## src/source/divsqrt_pkg.sv

```systemverilog
// Widths here are only defaults and the top level parameters override them
package divsqrt_pkg;

  // ------------------------------
  // Widths
  // ------------------------------
  // Default operand and result width
  localparam int unsigned DATA_WIDTH = 16;
  // Default tag width
  localparam int unsigned TAG_WIDTH = 4;
  // Operation field width
  localparam int unsigned OP_WIDTH = 1;
  // Status flag width
  localparam int unsigned STATUS_WIDTH = 2;

  // ------------------------------
  // Encodings
  // ------------------------------
  // Operation codes
  localparam logic [OP_WIDTH-1:0] OP_DIV  = 1'b0;
  localparam logic [OP_WIDTH-1:0] OP_SQRT = 1'b1;

  // Status bit positions
  // Divide by zero
  localparam int unsigned STATUS_DZ = 0;
  // Inexact when the remainder is nonzero
  localparam int unsigned STATUS_NX = 1;

endpackage

```

## src/source/divsqrt_pipe.sv

```systemverilog
// Zero stages make a pure wire path and flush clears the stage valids only, not the payload
module divsqrt_pipe #(
  parameter int unsigned NumRegs      = 0,
  parameter int unsigned PayloadWidth = 1
) (
  input  logic                    clk_i,
  input  logic                    rst_n_i,
  input  logic                    flush_i,
  // Upstream handshake
  input  logic                    in_valid_i,
  input  logic [PayloadWidth-1:0] in_data_i,
  output logic                    in_ready_o,
  // Downstream handshake
  output logic                    out_valid_o,
  output logic [PayloadWidth-1:0] out_data_o,
  input  logic                    out_ready_i,
  // Some stage holds a valid item
  output logic                    busy_o
);

  // Index i is the signal after i register stages
  logic [NumRegs:0]        valid_q;
  logic [NumRegs:0]        ready;
  logic [PayloadWidth-1:0] data_q [NumRegs+1];

  // Stage zero is taken straight from the inputs
  assign valid_q[0] = in_valid_i;
  assign data_q[0]  = in_data_i;
  assign in_ready_o = ready[0];

  for (genvar i = 0; i < NumRegs; i++) begin : gen_stage
    logic reg_en;
    // Advance when the next stage takes data or only holds a bubble
    assign ready[i] = ready[i+1] | ~valid_q[i+1];
    // Payload moves only with a real item
    assign reg_en   = ready[i] & valid_q[i];

    // Stage valid with synchronous clear on flush
    always_ff @(posedge clk_i or negedge rst_n_i) begin
      if (!rst_n_i) begin
        valid_q[i+1] <= 1'b0;
      end else if (flush_i) begin
        valid_q[i+1] <= 1'b0;
      end else if (ready[i]) begin
        valid_q[i+1] <= valid_q[i];
      end
    end

    // Stage payload
    always_ff @(posedge clk_i) begin
      if (reg_en) begin
        data_q[i+1] <= data_q[i];
      end
    end
  end

  // Last stage faces downstream
  assign ready[NumRegs] = out_ready_i;
  assign out_valid_o    = valid_q[NumRegs];
  assign out_data_o     = data_q[NumRegs];

  // Only register stages count as work in flight
  if (NumRegs > 0) begin : gen_busy
    assign busy_o = |valid_q[NumRegs:1];
  end else begin : gen_no_busy
    assign busy_o = 1'b0;
  end

endmodule

```

## src/source/divsqrt_iter_unit.sv

```systemverilog
// Unsigned operands only, DataWidth even and at least 4, result and status valid only with done_o
module divsqrt_iter_unit import divsqrt_pkg::*; #(
  parameter int unsigned DataWidth = DATA_WIDTH
) (
  input  logic                    clk_i,
  input  logic                    rst_n_i,
  // One cycle start pulses, taken only while ready_o is high
  input  logic                    div_start_i,
  input  logic                    sqrt_start_i,
  // Abort of the running operation
  input  logic                    kill_i,
  // Dividend or radicand in a, divisor in b
  input  logic [DataWidth-1:0]    op_a_i,
  input  logic [DataWidth-1:0]    op_b_i,
  output logic                    ready_o,
  output logic                    done_o,
  output logic [DataWidth-1:0]    result_o,
  output logic [STATUS_WIDTH-1:0] status_o
);

  // Two guard bits above the remainder for the root trial
  localparam int unsigned AccWidth = DataWidth + 2;
  localparam int unsigned CntWidth = $clog2(DataWidth);
  // Counter start values, one bit per cycle for divide and two for root
  localparam logic [CntWidth-1:0] DivLastCnt  = CntWidth'(DataWidth - 1);
  localparam logic [CntWidth-1:0] SqrtLastCnt = CntWidth'(DataWidth / 2 - 1);

  // Control state
  logic                 running_q;
  logic                 is_sqrt_q;
  logic                 dz_q;
  logic [CntWidth-1:0]  cnt_q;

  // Datapath registers
  logic [AccWidth-1:0]  acc_q;
  logic [AccWidth-1:0]  acc_d;
  logic [DataWidth-1:0] opnd_q;
  logic [DataWidth-1:0] opnd_d;
  logic [DataWidth-1:0] res_q;
  logic [DataWidth-1:0] res_d;
  logic [DataWidth-1:0] divisor_q;

  // Step signals
  logic                 start;
  logic                 last_iter;
  logic [AccWidth-1:0]  rem_shift;
  logic [AccWidth-1:0]  trial;

  // ------------------------------
  // Handshake
  // ------------------------------
  assign last_iter = running_q & (cnt_q == '0);
  // Done rides on the final iteration unless it gets killed
  assign done_o    = last_iter & ~kill_i;
  // Free again in the done cycle so a new start can follow at once
  assign ready_o   = ~running_q | done_o;
  assign start     = (div_start_i | sqrt_start_i) & ready_o & ~kill_i;

  // ------------------------------
  // Iteration step
  // ------------------------------
  always_comb begin
    if (is_sqrt_q) begin
      // Bring down two radicand bits and try 4r+1
      rem_shift = {acc_q[AccWidth-3:0], opnd_q[DataWidth-1 -: 2]};
      trial     = rem_shift - {res_q, 2'b01};
      opnd_d    = {opnd_q[DataWidth-3:0], 2'b00};
    end else begin
      // Bring down one dividend bit and try the divisor
      rem_shift = {acc_q[AccWidth-2:0], opnd_q[DataWidth-1]};
      trial     = rem_shift - {2'b00, divisor_q};
      opnd_d    = {opnd_q[DataWidth-2:0], 1'b0};
    end
    // Negative trial restores the shifted remainder
    if (trial[AccWidth-1]) begin
      acc_d = rem_shift;
      res_d = {res_q[DataWidth-2:0], 1'b0};
    end else begin
      acc_d = trial;
      res_d = {res_q[DataWidth-2:0], 1'b1};
    end
  end

  // ------------------------------
  // Registers
  // ------------------------------
  always_ff @(posedge clk_i or negedge rst_n_i) begin
    if (!rst_n_i) begin
      running_q <= 1'b0;
      is_sqrt_q <= 1'b0;
      dz_q      <= 1'b0;
      cnt_q     <= '0;
    end else if (kill_i) begin
      running_q <= 1'b0;
    end else if (start) begin
      running_q <= 1'b1;
      is_sqrt_q <= sqrt_start_i;
      // Zero divisor is noted at start
      dz_q      <= ~sqrt_start_i & (op_b_i == '0);
      cnt_q     <= sqrt_start_i ? SqrtLastCnt : DivLastCnt;
    end else if (running_q) begin
      if (last_iter) begin
        running_q <= 1'b0;
      end else begin
        cnt_q <= cnt_q - 1'b1;
      end
    end
  end

  // Operands enter at start, then shift once per cycle
  always_ff @(posedge clk_i) begin
    if (start) begin
      acc_q     <= '0;
      opnd_q    <= op_a_i;
      res_q     <= '0;
      divisor_q <= op_b_i;
    end else if (running_q) begin
      acc_q  <= acc_d;
      opnd_q <= opnd_d;
      res_q  <= res_d;
    end
  end

  // ------------------------------
  // Result
  // ------------------------------
  // Taken from the final step so it lines up with done
  // Zero divisor yields all ones since every trial succeeds
  assign result_o = res_d;

  always_comb begin
    status_o            = '0;
    status_o[STATUS_DZ] = dz_q;
    // Divide by zero reports no inexact
    status_o[STATUS_NX] = (acc_d != '0) & ~dz_q;
  end

endmodule

```

## src/source/divsqrt_ctrl.sv

```systemverilog
// One operation at a time, and inputs offered in a flush cycle are refused
module divsqrt_ctrl import divsqrt_pkg::*; #(
  parameter int unsigned DataWidth = DATA_WIDTH,
  parameter int unsigned TagWidth  = TAG_WIDTH
) (
  input  logic                    clk_i,
  input  logic                    rst_n_i,
  input  logic                    flush_i,
  // From the input pipe
  input  logic                    in_valid_i,
  input  logic [OP_WIDTH-1:0]     op_i,
  input  logic [TagWidth-1:0]     tag_i,
  output logic                    in_ready_o,
  // Unit side
  output logic                    div_start_o,
  output logic                    sqrt_start_o,
  input  logic                    unit_ready_i,
  input  logic                    unit_done_i,
  input  logic [DataWidth-1:0]    unit_result_i,
  input  logic [STATUS_WIDTH-1:0] unit_status_i,
  // To the output pipe
  output logic                    out_valid_o,
  output logic [DataWidth-1:0]    result_o,
  output logic [STATUS_WIDTH-1:0] status_o,
  output logic [TagWidth-1:0]     tag_o,
  input  logic                    out_ready_i,
  // Operation in the unit or held
  output logic                    busy_o
);

  // FSM encoding
  localparam logic [1:0] StateIdle = 2'd0;
  localparam logic [1:0] StateBusy = 2'd1;
  localparam logic [1:0] StateHold = 2'd2;

  logic [1:0]              state_q;
  logic [1:0]              state_d;
  logic                    op_start;
  logic                    hold_en;
  logic [TagWidth-1:0]     tag_q;
  logic [DataWidth-1:0]    held_result_q;
  logic [STATUS_WIDTH-1:0] held_status_q;

  // ------------------------------
  // Start generation
  // ------------------------------
  // in_ready_o already drops on flush and without unit ready
  assign op_start     = in_valid_i & in_ready_o;
  assign div_start_o  = op_start & (op_i == OP_DIV);
  assign sqrt_start_o = op_start & (op_i == OP_SQRT);

  // ------------------------------
  // Control FSM
  // ------------------------------
  always_comb begin
    in_ready_o  = 1'b0;
    out_valid_o = 1'b0;
    busy_o      = 1'b0;
    state_d     = state_q;

    case (state_q)
      // Waiting for work
      StateIdle: begin
        in_ready_o = unit_ready_i;
        if (in_valid_i && unit_ready_i) begin
          state_d = StateBusy;
        end
      end
      // Unit running
      StateBusy: begin
        busy_o = 1'b1;
        if (unit_done_i) begin
          out_valid_o = 1'b1;
          if (out_ready_i) begin
            // Result gone, back to back start possible
            in_ready_o = unit_ready_i;
            state_d    = (in_valid_i && unit_ready_i) ? StateBusy : StateIdle;
          end else begin
            state_d = StateHold;
          end
        end
      end
      // Result parked until downstream takes it
      StateHold: begin
        busy_o      = 1'b1;
        out_valid_o = 1'b1;
        if (out_ready_i) begin
          in_ready_o = unit_ready_i;
          state_d    = (in_valid_i && unit_ready_i) ? StateBusy : StateIdle;
        end
      end
      default: state_d = StateIdle;
    endcase

    // Flush wins over everything
    if (flush_i) begin
      in_ready_o  = 1'b0;
      out_valid_o = 1'b0;
      busy_o      = 1'b0;
      state_d     = StateIdle;
    end
  end

  always_ff @(posedge clk_i or negedge rst_n_i) begin
    if (!rst_n_i) begin
      state_q <= StateIdle;
    end else begin
      state_q <= state_d;
    end
  end

  // ------------------------------
  // Tag and hold register
  // ------------------------------
  // Done cycle without acceptance parks the result
  assign hold_en = unit_done_i & (state_q == StateBusy) & ~out_ready_i & ~flush_i;

  always_ff @(posedge clk_i) begin
    if (op_start) begin
      tag_q <= tag_i;
    end
    if (hold_en) begin
      held_result_q <= unit_result_i;
      held_status_q <= unit_status_i;
    end
  end

  // Held value has priority while in hold
  assign result_o = (state_q == StateHold) ? held_result_q : unit_result_i;
  assign status_o = (state_q == StateHold) ? held_status_q : unit_status_i;
  assign tag_o    = tag_q;

endmodule

```

## src/source/divsqrt_multi.sv

```systemverilog
// Inputs offered in a flush cycle are dropped and results leave strictly in input order
module divsqrt_multi import divsqrt_pkg::*; #(
  parameter int unsigned DataWidth  = DATA_WIDTH,
  parameter int unsigned TagWidth   = TAG_WIDTH,
  parameter int unsigned NumInpRegs = 0,
  parameter int unsigned NumOutRegs = 0
) (
  input  logic                    clk_i,
  input  logic                    rst_n_i,
  input  logic                    flush_i,
  // Input side
  input  logic                    in_valid_i,
  input  logic [DataWidth-1:0]    op_a_i,
  input  logic [DataWidth-1:0]    op_b_i,
  input  logic [OP_WIDTH-1:0]     op_i,
  input  logic [TagWidth-1:0]     tag_i,
  output logic                    in_ready_o,
  // Output side
  output logic                    out_valid_o,
  output logic [DataWidth-1:0]    result_o,
  output logic [STATUS_WIDTH-1:0] status_o,
  output logic [TagWidth-1:0]     tag_o,
  input  logic                    out_ready_i,
  // Work somewhere in flight
  output logic                    busy_o
);

  // Payload is op, tag and both operands on the way in
  localparam int unsigned InpPayloadWidth = OP_WIDTH + TagWidth + 2 * DataWidth;
  // Payload is tag, status and result on the way out
  localparam int unsigned OutPayloadWidth = TagWidth + STATUS_WIDTH + DataWidth;

  // Input pipe outputs
  logic                       inp_valid;
  logic                       inp_ready;
  logic                       inp_busy;
  logic [InpPayloadWidth-1:0] inp_data;
  logic [DataWidth-1:0]       inp_a;
  logic [DataWidth-1:0]       inp_b;
  logic [OP_WIDTH-1:0]        inp_op;
  logic [TagWidth-1:0]        inp_tag;

  // Unit handshake
  logic                       div_start;
  logic                       sqrt_start;
  logic                       unit_ready;
  logic                       unit_done;
  logic [DataWidth-1:0]       unit_result;
  logic [STATUS_WIDTH-1:0]    unit_status;

  // Control to output pipe
  logic                       ctrl_valid;
  logic                       ctrl_busy;
  logic [DataWidth-1:0]       ctrl_result;
  logic [STATUS_WIDTH-1:0]    ctrl_status;
  logic [TagWidth-1:0]        ctrl_tag;
  logic                       out_pipe_ready;
  logic                       out_busy;
  logic [OutPayloadWidth-1:0] out_data;

  // ------------------------------
  // Input side
  // ------------------------------
  divsqrt_pipe #(
    .NumRegs      ( NumInpRegs      ),
    .PayloadWidth ( InpPayloadWidth )
  ) i_inp_pipe (
    .clk_i       ( clk_i                          ),
    .rst_n_i     ( rst_n_i                        ),
    .flush_i     ( flush_i                        ),
    .in_valid_i  ( in_valid_i                     ),
    .in_data_i   ( {op_i, tag_i, op_b_i, op_a_i}  ),
    .in_ready_o  ( in_ready_o                     ),
    .out_valid_o ( inp_valid                      ),
    .out_data_o  ( inp_data                       ),
    .out_ready_i ( inp_ready                      ),
    .busy_o      ( inp_busy                       )
  );

  assign {inp_op, inp_tag, inp_b, inp_a} = inp_data;

  // ------------------------------
  // Control and unit
  // ------------------------------
  divsqrt_ctrl #(
    .DataWidth ( DataWidth ),
    .TagWidth  ( TagWidth  )
  ) i_ctrl (
    .clk_i         ( clk_i          ),
    .rst_n_i       ( rst_n_i        ),
    .flush_i       ( flush_i        ),
    .in_valid_i    ( inp_valid      ),
    .op_i          ( inp_op         ),
    .tag_i         ( inp_tag        ),
    .in_ready_o    ( inp_ready      ),
    .div_start_o   ( div_start      ),
    .sqrt_start_o  ( sqrt_start     ),
    .unit_ready_i  ( unit_ready     ),
    .unit_done_i   ( unit_done      ),
    .unit_result_i ( unit_result    ),
    .unit_status_i ( unit_status    ),
    .out_valid_o   ( ctrl_valid     ),
    .result_o      ( ctrl_result    ),
    .status_o      ( ctrl_status    ),
    .tag_o         ( ctrl_tag       ),
    .out_ready_i   ( out_pipe_ready ),
    .busy_o        ( ctrl_busy      )
  );

  // Operands bypass control and go straight to the unit
  divsqrt_iter_unit #(
    .DataWidth ( DataWidth )
  ) i_unit (
    .clk_i        ( clk_i       ),
    .rst_n_i      ( rst_n_i     ),
    .div_start_i  ( div_start   ),
    .sqrt_start_i ( sqrt_start  ),
    .kill_i       ( flush_i     ),
    .op_a_i       ( inp_a       ),
    .op_b_i       ( inp_b       ),
    .ready_o      ( unit_ready  ),
    .done_o       ( unit_done   ),
    .result_o     ( unit_result ),
    .status_o     ( unit_status )
  );

  // ------------------------------
  // Output side
  // ------------------------------
  divsqrt_pipe #(
    .NumRegs      ( NumOutRegs      ),
    .PayloadWidth ( OutPayloadWidth )
  ) i_out_pipe (
    .clk_i       ( clk_i                                 ),
    .rst_n_i     ( rst_n_i                               ),
    .flush_i     ( flush_i                               ),
    .in_valid_i  ( ctrl_valid                            ),
    .in_data_i   ( {ctrl_tag, ctrl_status, ctrl_result}  ),
    .in_ready_o  ( out_pipe_ready                        ),
    .out_valid_o ( out_valid_o                           ),
    .out_data_o  ( out_data                              ),
    .out_ready_i ( out_ready_i                           ),
    .busy_o      ( out_busy                              )
  );

  assign {tag_o, status_o, result_o} = out_data;

  // Any stage, the unit or the hold register counts
  assign busy_o = inp_busy | ctrl_busy | out_busy;

endmodule

```

## config.mk

```make
export PLATFORM = sky130hd
export DESIGN_NAME = divsqrt_multi
export DESIGN_NICKNAME = d
export VERILOG_FILES = /design/src/source/divsqrt_pkg.sv /design/src/source/divsqrt_pipe.sv /design/src/source/divsqrt_iter_unit.sv /design/src/source/divsqrt_ctrl.sv /design/src/source/divsqrt_multi.sv
export SDC_FILE = /design/constraint.sdc
export NUM_CORES = 1
export LEC_CHECK = 0
export ABC_AREA = 1
export BUFFER_PORTS_ARGS = -buffer_cell sky130_fd_sc_hd__buf_2
export CORE_MARGIN = 1
export CORE_UTILIZATION = 31
export DETAILED_ROUTE_END_ITERATION = 8
export GPL_TIMING_DRIVEN = 0
export PLACE_DENSITY = 0.48
export SETUP_SLACK_MARGIN = 0.4
export SLEW_MARGIN = 15
export SYNTH_ARGS = -nofsm -noshare
export SYNTH_HDL_FRONTEND = slang
export SYNTH_HIERARCHICAL = 1
export SYNTH_SLANG_ARGS = --single-unit
```

## constraint.sdc

```tcl
create_clock -name clk_i -period 2.9 [get_ports clk_i]
set_input_delay 0.435 -clock clk_i [delete_from_list [all_inputs] [get_ports clk_i]]
set_output_delay 0.435 -clock clk_i [all_outputs]
set_load 0.02 [all_outputs]
```

## After elaboration in Yosys (flattened, before gate mapping)

Index checks and enable logic that the tools add are counted.

- Word-level logic and storage cells: 84
- Input bits: 42
- Flip-flop bits (word level): 96
- Output and inout port bits: 25

- Reductions and logical operators: 10
- Eq/ne operators: 6
- Multiplexer cells: 33
- Bitwise gates (word level): 20
- Add/sub/neg operators: 3

Operator list:

| cell | count |
|---|---|
| $mux W16 | 4 |
| $mux W18 | 3 |
| $reduce_bool A18 Y1 | 1 |
| $sub A18 B16 Y18 | 1 |
| $sub A18 B18 Y18 | 1 |
| $logic_not A16 Y1 | 1 |
| $mux W4 | 4 |
| $mux W1 | 13 |
| $and A1 B1 Y1 | 12 |
| $mux W2 | 6 |
| $ne A3 B2 Y1 const B | 2 |
| $not A1 Y1 | 6 |
| $pmux W2 S3 | 1 |
| $reduce_and A3 Y1 | 2 |
| $logic_not A4 Y1 | 1 |
| $sub A4 B1 Y4 const B | 1 |
| $ne A3 B3 Y1 const B | 1 |
| $pmux W1 S3 | 1 |
| $eq A2 B1 Y1 const B | 1 |
| $eq A2 B2 Y1 const B | 1 |
| $logic_not A2 Y1 | 1 |
| $ne A2 B1 Y1 const B | 1 |
| $or A1 B1 Y1 | 2 |
| $pmux W1 S2 | 1 |
| 4 further kinds | 4 |

## Logic depth before layout (Yosys ltp)

- Depth in word-level cells: 15
- Gate-level depth with buffers: 24
- Mapped depth without buffers: 23

## Cells and area by module

The synthesis kept the hierarchy.

By module, submodules not included:

| module | area each (um2) | sequential area each (um2) | instances | cells an instance |
|---|---|---|---|---|
| divsqrt_iter_unit | 5,805.6 | 1,796.7 | 1 | 895 |
| divsqrt_ctrl | 1,218.7 | 710.7 | 1 | 131 |
| divsqrt_pipe (i_inp_pipe) | 304.0 | 0.0 | 1 | 41 |
| divsqrt_pipe (i_out_pipe) | 191.4 | 0.0 | 1 | 26 |
| divsqrt_multi | 11.3 | 0.0 | 1 | 3 |

## Worst setup path after synthesis

No wires, ideal clock.

- Kind: register to register
- Start: reg i_unit.cnt_q[0]
- End: reg i_unit.divisor_q[0] (enable)
- Stages on the path, launching flop included: 14
- Clock period less this slack: 2.931 ns
- Required time: 2.513 ns
- Data arrival time: 2.544 ns
- Buffers on the path: 1
- Setup time: 0.387 ns
- Setup slack: -0.031 ns
- Cell sequence: dfrtp_1 -> inv_1 -> ha_1 -> nand3_1 -> nor3_1 -> nand2_2 -> nand2_2 -> nand2_1 -> nand2_2 -> nand3_2 -> nor2_1 -> o21ai_0 -> nor2_1 -> clkbuf_1

- Word-level cells in the longest chain between the ends: 13
- Elaborated cells on any way between the ends: 14
- Classes of those cells: mux: 4; bitwise: 9; reduce/logical: 1

Ends and longest elaborated chain:

| what | RTL line | RTL |
|---|---|---|
| start: declaration | divsqrt_iter_unit.sv:32 | `logic [CntWidth-1:0] cnt_q;` |
| start signal: assignment | divsqrt_iter_unit.sv:100 | `cnt_q <= sqrt_start_i ? SqrtLastCnt : DivLastCnt;` |
| start signal: assignment | divsqrt_iter_unit.sv:105 | `cnt_q <= cnt_q - 1'b1;` |
| $logic_not A4 Y1 (*) | divsqrt_iter_unit.sv:52 | `assign last_iter = running_q & (cnt_q == '0);` |
| $and A1 B1 Y1 (*) | divsqrt_iter_unit.sv:52 |  |
| $and A1 B1 Y1 (*) | divsqrt_iter_unit.sv:54 | `assign done_o = last_iter & ~kill_i;` |
| net unit_done | divsqrt_multi.sv:47 | `logic unit_done;` |
| $or A1 B1 Y1 | divsqrt_iter_unit.sv:56 | `assign ready_o = ~running_q \| done_o;` |
| $mux W1 | divsqrt_ctrl.sv:74, divsqrt_ctrl.sv:87 |  |
| $mux W1 | divsqrt_ctrl.sv:72 | `if (unit_done_i) begin` |
| $pmux W1 S3 (*) | divsqrt_ctrl.sv:61 | `case (state_q)` |
| $mux W1 (*) | divsqrt_ctrl.sv:96 | `if (flush_i) begin` |
| $and A1 B1 Y1 (*) | divsqrt_ctrl.sv:48 | `assign op_start = in_valid_i & in_ready_o;` |
| $and A1 B1 Y1 (*) | divsqrt_ctrl.sv:50 | `assign sqrt_start_o = op_start & (op_i == OP_SQRT);` |
| net sqrt_start | divsqrt_multi.sv:45 | `logic sqrt_start;` |
| $or A1 B1 Y1 (*) | divsqrt_iter_unit.sv:57 | `assign start = (div_start_i \| sqrt_start_i) & ready_o & ~kill_i;` |
| $and A1 B1 Y1 (*) (2 in series) | divsqrt_iter_unit.sv:57 |  |
| net i_unit.start | divsqrt_iter_unit.sv:44 | `logic start;` |
| end signal: assignment | divsqrt_iter_unit.sv:116 | `divisor_q <= op_b_i;` |
| end: declaration | divsqrt_iter_unit.sv:41 | `logic [DataWidth-1:0] divisor_q;` |

Mark *: on every way through the listed nets, which the timed path passes. The rest lies on a longest branch.
A chain may end at the register's enable or synchronous reset.

## Worst setup path in the final report

- Start: reg i_unit.acc_q[9]
- End: out status_o[1]

- Word-level cells in the longest chain between the ends: 6
- Elaborated cells on any way between the ends: 8
- Classes of those cells: add/sub: 2; mux: 4; bitwise: 1; reduce/logical: 1

Ends and longest elaborated chain:

| what | RTL line | RTL |
|---|---|---|
| start: declaration | divsqrt_iter_unit.sv:35 | `logic [AccWidth-1:0] acc_q;` |
| start signal: assignment | divsqrt_iter_unit.sv:113 | `acc_q <= '0;` |
| start signal: assignment | divsqrt_iter_unit.sv:118 | `acc_q <= acc_d;` |
| $sub A18 B16 Y18 or $sub A18 B18 Y18 (tied branches) | divsqrt_iter_unit.sv:71, divsqrt_iter_unit.sv:66 |  |
| $mux W18 | divsqrt_iter_unit.sv:63 | `if (is_sqrt_q) begin` |
| $mux W18 (*) | divsqrt_iter_unit.sv:75 | `if (trial[AccWidth-1]) begin` |
| $reduce_bool A18 Y1 (*) | divsqrt_iter_unit.sv:135 | `status_o[STATUS_NX] = (acc_d != '0) & ~dz_q;` |
| $and A1 B1 Y1 (*) | divsqrt_iter_unit.sv:135 |  |
| net unit_status[1] | divsqrt_multi.sv:49 | `logic [STATUS_WIDTH-1:0] unit_status;` |
| $mux W2 (*) | divsqrt_ctrl.sv:130 | `assign status_o = (state_q == StateHold) ? held_status_q : unit_status_i;` |
| end: declaration | divsqrt_multi.sv:21 | `output logic [STATUS_WIDTH-1:0] status_o,` |

Marks and branches as above.

==> impl_metrics.csv <==
group,metric,value,unit
status,status,"finished with violations",
status,violations,"negative setup slack",
logic_synthesis,synth_most_common_cell,"nand2_1",
floorplanning,coreArea,0.0237,sq mm
logic_synthesis,synth_top_area_cell,"edfxtp_1",
place,port_buffers,27,
worst_hold_path,hold_path_class,"input pin to flip-flop",
power,p_total,13.4,mW
final_layout,diodes,0,
logic_synthesis,ys.flop_type,"edfxtp_1",
clocking,clkSinkCount,96,
clocking,clk_latency,360,ps
worst_setup_path,cpLargestDelayFamily,"simple AND/OR/NAND/NOR gates",
worst_setup_path,worstPathArrival,3180,ps
logic_synthesis,ys_warn_count,6,
clocking,h-tree-depth,3,
sta,layout_setup_ws,-714,ps
worst_setup_path,worstPathCellList,"ha_4 > nand2_4 > inv_1 > nand2_1 > nand2_2 > a21oi_4 > buf_4 > nand3_4 > nand3_4 > nand2_4 > buf_12 > buf_16 > nand2_1 > nand2_1 > nor2_1 > nand3_1 > nor2_4 > nor2_2 > nand2_1 > nand2_2 > buf_6 > buf_6",
power,swShare,47.6,%
floorplanning,num_rows,56,
floorplanning,die_w,158,um
clocking,path_clk_slew,80,ps
sta,hold_viol_final,0,
grt,grt_overflow,0,
routing,wl_per_cell,14.4,um
grt,grt_pass1_vias,6640,
clocking,clock_path_buffers,2,
sta,finalSetupViolCount,3,
grt,grt_max_degree,26,
worst_setup_path,slowest_delay,390,ps
power,internal_power,7.01,mW
power,power_frac_comb,73.2,%
place,gp_congestion,0.884,
power,p_sw,6.36,mW
routing,postRouteAntennaNets,0,
grt,grt_util_all_layers,18.4,%
power,power_frac_seq,17.2,%
sta,max-slew-margin-rel,40.1,%
power,peakVddDrop,0.000577,V
logic_synthesis,synthTopCellsByCount,"nand2_1, inv_1, nor2_1",
worst_setup_path,reg2regPathDepth,28,
power,cellLeakagePower,4.83,nW
grt,grt_pass1_wl,34400,um
floorplanning,ios,67,
sta,slew_viol_final,0,
routing,first_iter_violations,436,
final_layout,area_delta_synth_final,35.6,%
flow_run,cap_violations,0,
logic_synthesis,synthTopCellsByArea,"edfxtp_1, nand2_1, dfxtp_1, buf_4, inv_1",
worst_setup_path,startpoint_type,"flip-flop",
sta,worst_clock_skew,9.42,ps
final_layout,final_util,43.1,%
worst_setup_path,cp_max_fo,5,
sta,tightest_slew,895,ps
place,dpl.hpwl,16000,um
routing,wl,22300,um
worst_setup_path,setup.worst_path.class,"flip-flop to output pin",
logic_synthesis,synth_edf_count,54,
logic_synthesis,ys_seq_elements,96,
logic_synthesis,async_flop_share,9.38,%
worst_setup_path,cp_num_buf_inv,6,
worst_setup_path,slowest_stage,"dfxtp_4",
worst_setup_path,endpoint_kind,"output pin",
logic_synthesis,netlist_area,0.00753,sq mm
logic_synthesis,synth_top_area_share,21.5,%
worst_hold_path,hold_depth,1,
worst_setup_path,crit_path_frequent_cell,"nand2_1",
routing,drc,0,
logic_synthesis,synth_seq_area_share,33.3,%
routing,drt_pass1_iterations,5,
power,power.share.clock,9.6,%
worst_setup_path,worst-endpoint-required,2470,ps
clocking,cts_buffers,9,
final_layout,fin_nets,1305,
logic_synthesis,yosys.cell_types.count,41,
sta,rsz0062_at_grt,"yes",
sta,fin_crit_sh,125,%
final_layout,drive_gt1_share,37.1,%
sta,period_minus_slack,3610,ps
worst_setup_path,worst-path-stages,22,
floorplanning,die_area,0.0249,sq mm
clocking,root_buffer,"clkbuf_16",
floorplanning,initial_core_util,31.8,%
routing,detail_route.vias_per_cell,4.61,
logic_synthesis,synth_fp_nets,1177,
logic_synthesis,synthCells,1096,
power,power_density,1310,mW/mm^2
grt,antenna_found_initial,0,
floorplanning,die_y,158,um
clocking,cts_tree,"yes",
sta,max_freq,277,MHz
routing,num_vias,7130,
logic_synthesis,syn_area_per_cell,6.87,sq um
==> final timing paths <==
| path | startpoint | to | slack (ps) |
|---|---|---|---|
| setup / recovery | i_unit/acc_q[9] | status_o[1] | -710 |
| hold / removal | tag_i[1] | i_ctrl/tag_o[1] | 240 |
| setup reg to reg | i_unit/acc_q[9] | i_unit/acc_q[6] | -640 |
| hold reg to reg | i_unit/res_q[15] | i_unit/res_q[15] | 480 |
| max in group asynchronous | rst_n_i | i_unit/cnt_q[0] | 2260 |
| min in group asynchronous | rst_n_i | i_ctrl/state_q[0] | 450 |
==> sequential cells by signal, summed over array words and instances (netlist names) <==
name,cells
i_unit/cnt_q,4
i_unit/res_q,16
i_ctrl/state_q,2
i_ctrl/tag_o,4
i_ctrl/held_status_q,2
i_unit/acc_q,17
i_unit/opnd_q,16
i_unit/divisor_q,16
i_unit/is_sqrt_q,1
i_ctrl/held_result_q,16
i_unit/dz_q,1
i_unit/running_q,1
==> cells in the final DEF (no fill, tap or decap), drive strengths merged, types with 23 or more instances in the layout <==
master,instances
edfxtp,54
o21ai,51
dfxtp,33
buf,212
ha,38
clkbuf,23
inv,159
nand3,65
a21oi,57
nand2,350
nor2,100
==> layout make-up <==
| cell class | count | area, sq um |
|---|---|---|
| fill | 2467 | 13500 |
| multi-input combinational | 732 | 4560 |
| sequential | 96 | 2580 |
| timing repair buffer | 117 | 905 |
| buffer | 110 | 866 |
| inverter | 158 | 598 |
| tap | 319 | 399 |
| clock buffer | 9 | 225 |
| clock inverter | 7 | 80.1 |
==> routing by layer <==
| layer | vias up | part of all wire, % | global-route usage (%) |
|---|---|---|---|
| li1 | 3687 | - | - |
| met1 | 3236 | 47 | 24.3 |
| met2 | 177 | 46 | 30.0 |
| met3 | 30 | 4.2 | 2.27 |
| met4 | 0 | 2.3 | 7.91 |
| met5 | - | 0 | 0 |
==> metrics by stage <==
| step | cells | setup TNS [ps] | setup WS [ps] | cell area [sq um] | hold WS (ps) |
|---|---|---|---|---|---|
| floorplan | 1096 | 0 | 203 | 7730 | 139 |
| global placement | 1442 | -64640 | -1040 | 8260 | 300 |
| detailed placement | 1442 | -65120 | -1040 | 8270 | 301 |
| CTS | 1523 | -1210 | -640 | 9690 | 230 |
| global route | 1548 | -2030 | -867 | 10200 | 224 |
| finish | 1548 | -1580 | -714 | 10200 | 241 |
==> cells by family (layout without fill, tap and decap cells) <==
| family | count (synthesis) | after routing | synth area share, % |
|---|---|---|---|
| AND/OR/NAND/NOR | 543 | 543 | 30.8 |
| AO/OA/AOI/OAI | 140 | 140 | 10.2 |
| flip-flops | 96 | 96 | 33.3 |
| buffers and inverters | 268 | 401 | 18.0 |
| other | 2 | 2 | 0.0997 |
| XOR/XNOR | 6 | 6 | 0.698 |
| multiplexers | 2 | 2 | 0.266 |
| adder cells (fa/ha/maj) | 39 | 39 | 6.58 |
==> power by group through the flow <==
stage / clock (mW) / combinational (mW) / sequential [mW]
2_1_floorplan: 0 / 5.15 / 2.02
3_3_place_gp: 0 / 6.60 / 2.19
3_5_place_dp: 0 / 6.61 / 2.19
4_1_cts: 1.32 / 8.57 / 2.26
5_1_grt: 1.37 / 10.7 / 2.33
6_report: 1.28 / 9.80 / 2.29
==> timing repair <==
action                                 CTS  global route
pin swaps                               48            53
setup endpoints to repair               93            71
endpoints found under the hold margin    9             0
resized for setup                      157           109
buffers inserted                        63            25
gates cloned                             1             0
hold buffers                             1             0
Note: power is estimated with default switching activity, not from simulation.
